## src/hw/debugPkg.sv

```systemverilog
/*
 * Shared types and constants for the pipeline debug tap.
 * The bus map is word addressed with 16 words; the unused top words read zero.
 * Immediates are zero-extended before use.
 */

package debugPkg;

    typedef logic [15:0] dataT;
    typedef logic [15:0] pcT;
    typedef logic [1:0]  regIdxT;
    typedef logic [7:0]  immT;
    typedef logic [15:0] countT;
    typedef logic [3:0]  wbAddrT;

    typedef enum logic [1:0] {
        opNop,
        opAdd,
        opSub,
        opXor
    } opT;

    localparam int REG_NUM = 4;

    // Register map, one 16-bit word per address
    localparam wbAddrT ADDR_STATUS   = 4'd0;
    localparam wbAddrT ADDR_IS_PC    = 4'd1;
    localparam wbAddrT ADDR_EX_PC    = 4'd2;
    localparam wbAddrT ADDR_CM_PC    = 4'd3;
    localparam wbAddrT ADDR_REG0     = 4'd4;
    localparam wbAddrT ADDR_REG3     = ADDR_REG0 + wbAddrT'(REG_NUM - 1);
    // Also the counter clear address on write
    localparam wbAddrT ADDR_COMMITS  = 4'd8;
    localparam wbAddrT ADDR_HOLDS    = 4'd9;
    localparam wbAddrT ADDR_LAST_PC  = 4'd10;

    // Status word layout
    localparam int STAT_IS_VALID = 0;
    localparam int STAT_EX_VALID = 1;
    localparam int STAT_CM_VALID = 2;
    localparam int STAT_HOLD     = 3;

endpackage : debugPkg

```

## src/hw/debugIf.sv

```systemverilog
/*
 * Debug state from the pipeline side to the snapshot block.
 * The pipe and perf sides each drive their own fields; the debug side only reads.
 */

`timescale 1ns/1ps

interface debugIf import debugPkg::*; (
    input logic clk
);

    // Stage state
    logic isValid;
    pcT   isPc;
    logic exValid;
    pcT   exPc;
    logic cmValid;
    pcT   cmPc;

    dataT regs [REG_NUM];

    // Counters and control
    countT commitCount;
    countT holdCount;
    logic  hold;
    pcT    lastCommittedPC;

    modport pipe (
        input  clk,
        output isValid, isPc, exValid, exPc, cmValid, cmPc,
        output regs, hold, lastCommittedPC
    );

    modport perf (
        input  clk, cmValid, hold,
        output commitCount, holdCount
    );

    modport debug (
        input clk, isValid, isPc, exValid, exPc, cmValid, cmPc,
        input regs, commitCount, holdCount, hold, lastCommittedPC
    );

endinterface : debugIf

```

## src/hw/aluPipe.sv

```systemverilog
/*
 * Three-stage issue, execute and commit pipeline over a 4-entry register file.
 * The register file is written when an instruction leaves issue, so a following
 * instruction always sees the new value. Hold freezes every stage and the registers.
 */

`timescale 1ns/1ps

module aluPipe import debugPkg::*; (
    input  logic   clk,
    input  logic   rstN,
    input  logic   instValid,
    input  pcT     instPc,
    input  opT     instOp,
    input  regIdxT instDst,
    input  immT    instImm,
    input  logic   hold,
    debugIf.pipe   dbg
);

    // Issue stage
    logic   isValid;
    pcT     isPc;
    opT     isOp;
    regIdxT isDst;
    immT    isImm;

    // Execute and commit stages
    logic exValid;
    pcT   exPc;
    logic cmValid;
    pcT   cmPc;

    dataT regs [REG_NUM];
    dataT srcVal;
    dataT result;
    logic regWrite;
    pcT   lastPcQ;

    always_comb begin
        srcVal = regs[isDst];
        case (isOp)
            opAdd:   result = srcVal + dataT'(isImm);
            opSub:   result = srcVal - dataT'(isImm);
            opXor:   result = srcVal ^ dataT'(isImm);
            default: result = srcVal;
        endcase
        regWrite = isValid && (isOp != opNop);
    end

    always_ff @(posedge clk) begin
        if (!rstN) begin
            isValid <= 1'b0;
            exValid <= 1'b0;
            cmValid <= 1'b0;
            for (int i = 0; i < REG_NUM; i++) begin
                regs[i] <= '0;
            end
        end else if (!hold) begin
            isValid <= instValid;
            exValid <= isValid;
            cmValid <= exValid;
            if (regWrite) begin
                regs[isDst] <= result;
            end
        end
    end

    // Payload follows the valid flags
    always_ff @(posedge clk) begin
        if (!hold) begin
            isPc  <= instPc;
            isOp  <= instOp;
            isDst <= instDst;
            isImm <= instImm;
            exPc  <= isPc;
            cmPc  <= exPc;
        end
    end

    always_ff @(posedge clk) begin
        if (!rstN) begin
            lastPcQ <= '0;
        end else if (cmValid && !hold) begin
            lastPcQ <= cmPc;
        end
    end

    assign dbg.isValid = isValid;
    assign dbg.isPc    = isPc;
    assign dbg.exValid = exValid;
    assign dbg.exPc    = exPc;
    assign dbg.cmValid = cmValid;
    assign dbg.cmPc    = cmPc;
    assign dbg.regs    = regs;
    assign dbg.hold    = hold;

    // Current commit shows up without waiting for the register
    assign dbg.lastCommittedPC = (cmValid && !hold) ? cmPc : lastPcQ;

endmodule : aluPipe

```

## src/hw/debugSnapshot.sv

```systemverilog
/*
 * Registers the full debug state once per cycle, one cycle of latency on every field.
 * The data path has no reset. The last committed PC bypasses the register.
 */

`timescale 1ns/1ps

module debugSnapshot import debugPkg::*; (
    input  logic  clk,
    debugIf.debug dbg,
    output dataT  statusWord,
    output pcT    isPcQ,
    output pcT    exPcQ,
    output pcT    cmPcQ,
    output dataT  regsQ [REG_NUM],
    output countT commitCountQ,
    output countT holdCountQ,
    output pcT    lastCommittedPC
);

    dataT statusNext;

    always_comb begin
        statusNext                = '0;
        statusNext[STAT_IS_VALID] = dbg.isValid;
        statusNext[STAT_EX_VALID] = dbg.exValid;
        statusNext[STAT_CM_VALID] = dbg.cmValid;
        statusNext[STAT_HOLD]     = dbg.hold;
    end

    always_ff @(posedge clk) begin
        statusWord   <= statusNext;
        isPcQ        <= dbg.isPc;
        exPcQ        <= dbg.exPc;
        cmPcQ        <= dbg.cmPc;
        regsQ        <= dbg.regs;
        commitCountQ <= dbg.commitCount;
        holdCountQ   <= dbg.holdCount;
    end

    assign lastCommittedPC = dbg.lastCommittedPC;

endmodule : debugSnapshot

```

## src/hw/debugTop.sv

```systemverilog
/*
 * Pipeline with its debug tap: counters, snapshot and a Wishbone classic read port.
 * Instructions arriving while hold is high are dropped.
 */

`timescale 1ns/1ps

module debugTop import debugPkg::*; (
    input  logic   clk,
    input  logic   rstN,
    input  logic   instValid,
    input  pcT     instPc,
    input  opT     instOp,
    input  regIdxT instDst,
    input  immT    instImm,
    input  logic   hold,
    input  logic   cyc,
    input  logic   stb,
    input  logic   we,
    input  wbAddrT adr,
    input  dataT   datW,
    output dataT   datR,
    output logic   ack,
    output pcT     lastCommittedPC
);

    debugIf dbgIf (.clk(clk));

    logic  clear;
    dataT  statusWord;
    pcT    isPcQ;
    pcT    exPcQ;
    pcT    cmPcQ;
    dataT  regsQ [REG_NUM];
    countT commitCountQ;
    countT holdCountQ;

    aluPipe pipe0 (
        .clk(clk), .rstN(rstN),
        .instValid(instValid), .instPc(instPc), .instOp(instOp),
        .instDst(instDst), .instImm(instImm), .hold(hold),
        .dbg(dbgIf.pipe)
    );

    perfCounters perf0 (.clk(clk), .rstN(rstN), .clear(clear), .dbg(dbgIf.perf));

    debugSnapshot snap0 (
        .clk(clk), .dbg(dbgIf.debug),
        .statusWord(statusWord), .isPcQ(isPcQ), .exPcQ(exPcQ), .cmPcQ(cmPcQ),
        .regsQ(regsQ), .commitCountQ(commitCountQ), .holdCountQ(holdCountQ),
        .lastCommittedPC(lastCommittedPC)
    );

    debugWbSlave wb0 (
        .clk(clk), .rstN(rstN),
        .cyc(cyc), .stb(stb), .we(we), .adr(adr), .datW(datW),
        .datR(datR), .ack(ack), .clear(clear),
        .statusWord(statusWord), .isPcQ(isPcQ), .exPcQ(exPcQ), .cmPcQ(cmPcQ),
        .regsQ(regsQ), .commitCountQ(commitCountQ), .holdCountQ(holdCountQ),
        .lastCommittedPC(lastCommittedPC)
    );

endmodule : debugTop

```

## src/hw/debugWbSlave.sv

```systemverilog
/*
 * Wishbone classic slave over the debug snapshot, one 16-bit word per address.
 * Ack is a single registered pulse, so a held strobe is served every other cycle.
 * Only a write to the commit counter address has an effect; it clears both counters.
 */

`timescale 1ns/1ps

module debugWbSlave import debugPkg::*; (
    input  logic   clk,
    input  logic   rstN,
    input  logic   cyc,
    input  logic   stb,
    input  logic   we,
    input  wbAddrT adr,
    input  dataT   datW,
    output dataT   datR,
    output logic   ack,
    output logic   clear,
    input  dataT   statusWord,
    input  pcT     isPcQ,
    input  pcT     exPcQ,
    input  pcT     cmPcQ,
    input  dataT   regsQ [REG_NUM],
    input  countT  commitCountQ,
    input  countT  holdCountQ,
    input  pcT     lastCommittedPC
);

    logic start;
    dataT rdWord;

    // New request, answered on the next edge
    assign start = cyc && stb && !ack;

    // Write data is not stored, the address alone selects the action
    assign clear = start && we && (adr == ADDR_COMMITS);

    always_comb begin
        rdWord = '0;
        case (adr)
            ADDR_STATUS:  rdWord = statusWord;
            ADDR_IS_PC:   rdWord = isPcQ;
            ADDR_EX_PC:   rdWord = exPcQ;
            ADDR_CM_PC:   rdWord = cmPcQ;
            ADDR_COMMITS: rdWord = commitCountQ;
            ADDR_HOLDS:   rdWord = holdCountQ;
            ADDR_LAST_PC: rdWord = lastCommittedPC;
            default: begin
                if (adr >= ADDR_REG0 && adr <= ADDR_REG3) begin
                    rdWord = regsQ[regIdxT'(adr - ADDR_REG0)];
                end
            end
        endcase
    end

    always_ff @(posedge clk) begin
        if (!rstN) begin
            ack <= 1'b0;
        end else begin
            ack <= start;
        end
    end

    always_ff @(posedge clk) begin
        if (start) begin
            datR <= we ? '0 : rdWord;
        end
    end

endmodule : debugWbSlave

```

## src/hw/perfCounters.sv

```systemverilog
/*
 * Commit and hold-cycle counters, saturating at the maximum count.
 * Clear wins over counting on the same edge.
 */

`timescale 1ns/1ps

module perfCounters import debugPkg::*; (
    input  logic clk,
    input  logic rstN,
    input  logic clear,
    debugIf.perf dbg
);

    countT commitCountQ;
    countT holdCountQ;
    logic  commitInc;
    logic  holdInc;

    // Every valid commit counts, nop included
    assign commitInc = dbg.cmValid && !dbg.hold && (commitCountQ != '1);
    assign holdInc   = dbg.hold && (holdCountQ != '1);

    always_ff @(posedge clk) begin
        if (!rstN) begin
            commitCountQ <= '0;
            holdCountQ   <= '0;
        end else if (clear) begin
            commitCountQ <= '0;
            holdCountQ   <= '0;
        end else begin
            if (commitInc) begin
                commitCountQ <= commitCountQ + 1'b1;
            end
            if (holdInc) begin
                holdCountQ <= holdCountQ + 1'b1;
            end
        end
    end

    assign dbg.commitCount = commitCountQ;
    assign dbg.holdCount   = holdCountQ;

endmodule : perfCounters

```

## config.mk

```make
export PLATFORM = sky130hd
export DESIGN_NAME = debugTop
export DESIGN_NICKNAME = d
export VERILOG_FILES = /design/src/hw/debugPkg.sv /design/src/hw/debugIf.sv /design/src/hw/aluPipe.sv /design/src/hw/debugSnapshot.sv /design/src/hw/debugTop.sv /design/src/hw/debugWbSlave.sv /design/src/hw/perfCounters.sv
export SDC_FILE = /design/constraint.sdc
export NUM_CORES = 1
export LEC_CHECK = 0
export BUFFER_PORTS_ARGS = -buffer_cell sky130_fd_sc_hd__buf_4
export CORE_UTILIZATION = 50
export CTS_CLUSTER_DIAMETER = 40
export DETAILED_ROUTE_END_ITERATION = 8
export GPL_TIMING_DRIVEN = 0
export PLACE_DENSITY_LB_ADDON = 0.08
export SLEW_MARGIN = 20
export SYNTH_ARGS = -nofsm -noshare
export SYNTH_HDL_FRONTEND = slang
export SYNTH_SLANG_ARGS = --single-unit
```

## constraint.sdc

```tcl
create_clock -name clk -period 8.46 [get_ports clk]
set_input_delay 0.846 -clock clk [delete_from_list [all_inputs] [get_ports clk]]
set_output_delay 0.846 -clock clk [all_outputs]
set_load 0.05 [all_outputs]
```

* After elaboration in Yosys (flattened, before gate mapping)
Cells that the tools add are included.
** Word-level totals
- Logic and storage cells :: 83
- Flip-flop bits (word level) :: 340
** Cells by class
- $add $sub $neg :: 5
- Eq/ne operators :: 11
- $lt $le $gt $ge :: 5
- Bitwise logic cells :: 5
- Reductions and logical operators :: 16
- Muxes and demuxes :: 13
** Operators with widths (number)
- $mux 16 :: 7
- $pmux 16 s7 :: 1
- $bmux 16 s2 :: 2
- $bwmux 64 :: 1
- $pmux 16 s3 :: 1
- $add 16x1->16 const B :: 2
- $demux 16 s2 :: 1
- $ne 16x16->1 const B :: 2
- $add 16x8->16 :: 1
- $sub 16x8->16 :: 1
- $xor 16x8->16 :: 1
- $eq 4x4->1 const B :: 3
- $logic_and 1x1->1 :: 10
- $eq 4x2->1 const B :: 2
- $ge 3x3->1 const B :: 2
- $not 2->3 :: 2
- $eq 2x2->1 const B :: 2
- $eq 4x1->1 const B :: 1
- $ge 4x3->1 const B :: 1
- $le 4x3->1 const B :: 1
- $logic_not 4->1 :: 1
- $lt 3x1->1 const B :: 1
- $eq 2x1->1 const B :: 1
- $logic_not 1->1 :: 2
- other kinds (5) :: 6

* Depth between registers and ports, before layout
- Depth after elaboration :: 7
- Gate-level depth with buffers :: 14

* By module
From an unflattened synthesis, not the netlist that was laid out.
** Unflattened totals
- Cell total of the unflattened synthesis :: 1157
- Area total of the unflattened synthesis :: 13556.8 µm²
** By module, submodules not included
- aluPipe :: instances 1, area each 6665.1 µm², cells each 605
- debugSnapshot :: instances 1, area each 3176.8 µm², cells each 177
- debugWbSlave :: instances 1, area each 2048.2 µm², cells each 187
- perfCounters :: instances 1, area each 1666.6 µm², cells each 188

* Worst setup path before layout
No wires, ideal clock.
- Path kind :: input -> output
- From :: in hold
- To :: out lastCommittedPC[1]
- Setup slack :: 4.679 ns
- Data arrival time :: 2.935 ns
- Stages :: 5
- Required time :: 7.614 ns
- Buffers on the path :: 1
- Cells stage by stage :: buf_2 -> inv_1 -> nand2_1 -> nand2_1 -> nand2_1
** On the way
- Longest elaborated chain between the ends :: 3
** Ends and longest elaborated chain
- start, declared :: RTL line debugTop.sv:16 : input logic hold,
- $logic_not 1->1
- $logic_and 1x1->1 :: RTL line aluPipe.sv:99 : assign dbg.lastCommittedPC = (cmValid && !hold) ? cmPc : lastPcQ;
- $mux 16 :: RTL line aluPipe.sv:99
- end, declared :: RTL line debugTop.sv:24 : output pcT lastCommittedPC
Every way passes these cells.

* Worst setup path in the final report
- From :: reg pipe0.isDst[0]
- To :: reg pipe0.regs, in the netlist pipe0.dbg.regs[62]
** On the way
- Longest elaborated chain between the ends :: 7
** Ends and longest elaborated chain
- start, declared :: RTL line aluPipe.sv:25 : regIdxT isDst;
- start signal, assigned :: RTL line aluPipe.sv:74 : isDst <= instDst;
- $not 2->3 (not written as such) * :: RTL line aluPipe.sv:41, aluPipe.sv:64
- $bmux 16 s2 :: RTL line aluPipe.sv:41 : srcVal = regs[isDst];
- $mux 16 (not written as such) (2 in a row) :: RTL line aluPipe.sv:41
- $sub 16x8->16 (tied with other cells) :: RTL line aluPipe.sv:44 : opSub: result = srcVal - dataT'(isImm);
- $pmux 16 s3 :: RTL line aluPipe.sv:42 : case (isOp)
- $bwmux 64 * :: RTL line aluPipe.sv:64 : regs[isDst] <= result;
- end signal, assigned by index :: RTL line aluPipe.sv:64
- end, declared :: RTL line aluPipe.sv:34 : dataT regs [REG_NUM];
Mark *: on every way between the ends. The rest lies on a longest branch, timed or not. The select of a mux whose other input is x is not followed.
A chain may end at the register's enable or synchronous reset.

==> flow_summary.yaml <==
outcome:
  status: "finished, final reports clean"
timing:
  grt_setup_unrepaired: "no"
  min_period_over_period_pct: 50.8
  setup_viol: 0
  tns_ns: 0
  setup_slack_ns: 4.16
  final-hold-violation-count: 0
  post-route-min-period_ns: 4.30
  clock-skew-final_ns: 0.0299
  max_slew_margin_pct: 36.5
  maxSlewViolCount: 0
  tightest_slew_ns: 0.946
  whs_ns: 0.361
  max_freq_mhz: 233
clock_network:
  cts_sinks: 340
  cts_buffer_depth: 3
  ctsHoldBuffers: 0
  path_clk_slew_ns: 0.06
  clock_tree.root_cell: "clkbuf_16"
  numCtsBuffers: 41
  h-tree-depth: 2
  cts_setup_buffers: 0
  cts_resized: 0
  insertion_delay_ns: 0.53
  cts_tree: "yes"
cells_and_area:
  multi_input_area_sq_mm: 0.00463
  n_antenna_cell: 0
  fin_area_sq_mm: 0.0149
  top_regs: "pipe0.dbg.regs x64, snap0.regsQ x64"
  num-fill-cells: 2040
  area_growth_pct: 18.3
  fin_nets: 1255
  seq_area_sq_mm: 0.00757
  drive_gt1_share_pct: 17.6
global_routing:
  grt_pass1_vias: 8551
  gr-total-overflow: 0
  gr-usage-met3_pct: 4.83
  antenna_found_initial: 0
  grt-busiest-layer: "met1"
  grt_max_degree: 42
  grt_pass1_wl_um: 50300
  grt_usage_pct: 25.6
  grt_use_met1_pct: 39.5
  met2_usage_pct: 36.4
pwr:
  worst_ir_drop_vdd_v: 0.000240
  finalPower_w: 0.00372
  p_leak_nw: 5.78
  power_density_mw_per_mm2: 249
floorplan:
  die_w_um: 161
  core_area_sq_mm: 0.0245
  ios: 88
  die_area_sq_mm: 0.0259
  die_y_um: 161
  initial_core_util_pct: 51.5
  num_rows: 57
synth:
  syn_inst: 1066
  ys.flop_type: "dfxtp_1"
  synth_cell_types: 74
  ys_ff_latch: 340
  synth_async_sr_flop_share_pct: 0
  synth_edf_count: 76
  ys_seq_area_share_pct: 59.9
  netlist_area_sq_mm: 0.0126
  syn_area_per_cell_sq_um: 11.9
  syn_nets: 1145
  yosysWarnings: 0
flow_run:
  drv_cap: 0
placement:
  io_buffers: 66
  placed_cell_area_sq_mm: 0.0136
  dp_hpwl_um: 22800
  gp_congestion: 0.860
  post-place-ws_ns: 4.26
setup_path:
  critPathBufInv: 5
  critPathCaptureType: "flop"
  path_delay_family: "compound AO/OA/AOI/OAI gates"
  startpoint_type: "flop"
  arrival_ns: 4.66
  cp.required_ns: 8.82
  cpPeakStageDelay_ns: 0.60
  cp_slowest_cell: "mux4_2"
  critical_path_class: "reg -> reg"
  cp_cell_sequence: "buf_6 -> buf_6 -> buf_2 -> mux4_2 -> inv_1 -> ha_1 -> inv_1 -> fa_1 -> a21o_1 -> a311o_1 -> and2_1 -> a211oi_2 -> mux2i_1 -> o21ai_0"
  path_max_fanout: 10
routing:
  drt_iter0_markers: 859
  dr.pass1.iters: 5
  via_count: 8944
  via_per_inst: 5.84
  ant_nets: 0
  drt-total-wl_um: 32300
  wl_per_cell_um: 21.1
  drc: 0
min_path:
  hold_class: "reg -> reg"
where the power goes:
group,switching [W],internal [W]
clock network,0.000678,0.00105
registers,0.0000267,0.00172
logic,0.000159,0.0000895
total,0.000864,0.00285
per-layer routing:
layer	vias to the layer above	wire length, um	part of all wire, %
li1	4189	-	-
met1	4381	15700	48
met2	323	13700	42
met3	51	2410	7.4
met4	0	611	1.9
met5	-	0	0
Yosys cell counts, types with 6 or more instances:
cell,count,area (sq um)
buf_2,15,75.1
nand3_1,31,155
a21oi_1,50,250
clkbuf_1,26,97.6
a22oi_1,12,90.1
mux4_2,30,676
inv_1,35,131
dfxtp_1,264,5290
nor3_1,23,115
nor2b_1,7,43.8
nand2_1,49,184
xnor2_1,19,166
ha_1,23,288
mux2i_1,26,260
nor2_1,104,390
edfxtp_1,76,2280
a211oi_1,24,180
nand4_1,8,50.1
and4_1,7,61.3
a31oi_1,22,138
a21o_1,13,97.6
or3_1,6,37.5
a222oi_1,26,260
and3_1,7,43.8
o21ai_0,47,235
xor2_1,15,131
worst paths after layout:
check | cells after the start | startpoint | slack (ns) | end
max | 14 | pipe0.isDst[0]$_DFFE_PN_ | 4.16 | pipe0.dbg.regs[62]$_SDFFE_PN0P_
min reg2reg | 0 | pipe0.dbg.regs[9]$_SDFFE_PN0P_ | 0.36 | snap0.regsQ[9]$_DFF_P_
min | 0 | pipe0.dbg.regs[9]$_SDFFE_PN0P_ | 0.36 | snap0.regsQ[9]$_DFF_P_
max reg2reg | 14 | pipe0.isDst[0]$_DFFE_PN_ | 4.16 | pipe0.dbg.regs[62]$_SDFFE_PN0P_
final cells by class:
| class | instances | share of cell area (%) |
|---|---|---|
| Buffer | 56 | 2.07 |
| Clock buffer | 52 | 7.55 |
| Clock inverter | 22 | 1.60 |
| Inverter | 35 | 0.896 |
| Multi-Input combinational cell | 635 | 31.0 |
| Sequential cell | 340 | 50.7 |
| Tap cell | 324 | 2.71 |
| Timing Repair Buffer | 67 | 3.50 |
kinds of logic (layout without fill, tap and decap cells):
logic type | count (synthesis) | in the layout | synth area share [%]
flops | 340 | 340 | 59.9
simple gates | 277 | 277 | 10.8
compound gates | 239 | 239 | 13.1
buf+inv | 91 | 232 | 3.49
mux | 61 | 61 | 7.97
xor+xnor | 34 | 34 | 2.36
fa+ha+maj | 24 | 24 | 2.44
stage by stage:
stage | cells | util (%)
2_1_floorplan | 1066 | -
3_3_place_gp | 1456 | 55.2
3_5_place_dp | 1457 | 55.3
4_1_cts | 1531 | 60.9
5_1_grt | 1531 | 60.9
6_report | 1531 | 60.9
cells in the final DEF (no fill, tap or decap), types with 5 or more instances in the layout:
cell type / n
mux2i_1: 26
buf_1: 5
and4_1: 7
nor2_1: 103
and3_1: 7
clkbuf_1: 32
nand3_1: 31
nor3b_1: 5
clkinv_2: 5
a31oi_1: 22
o21ai_0: 47
dfxtp_1: 264
clkinvlp_4: 5
edfxtp_1: 76
nor4_1: 5
nor2b_1: 7
inv_1: 34
xor2_1: 15
nand4_1: 8
a211oi_1: 24
nor3_1: 23
buf_4: 68
clkbuf_16: 42
or3_1: 6
a222oi_1: 26
clkbuf_8: 9
a21oi_1: 50
a22oi_1: 12
ha_1: 23
a21o_1: 13
and2_1: 5
nand2_1: 49
mux4_2: 30
nand2b_1: 5
o21ai_1: 5
xnor2_1: 19
buf_2: 15
(Power assumes the default switching activity.)
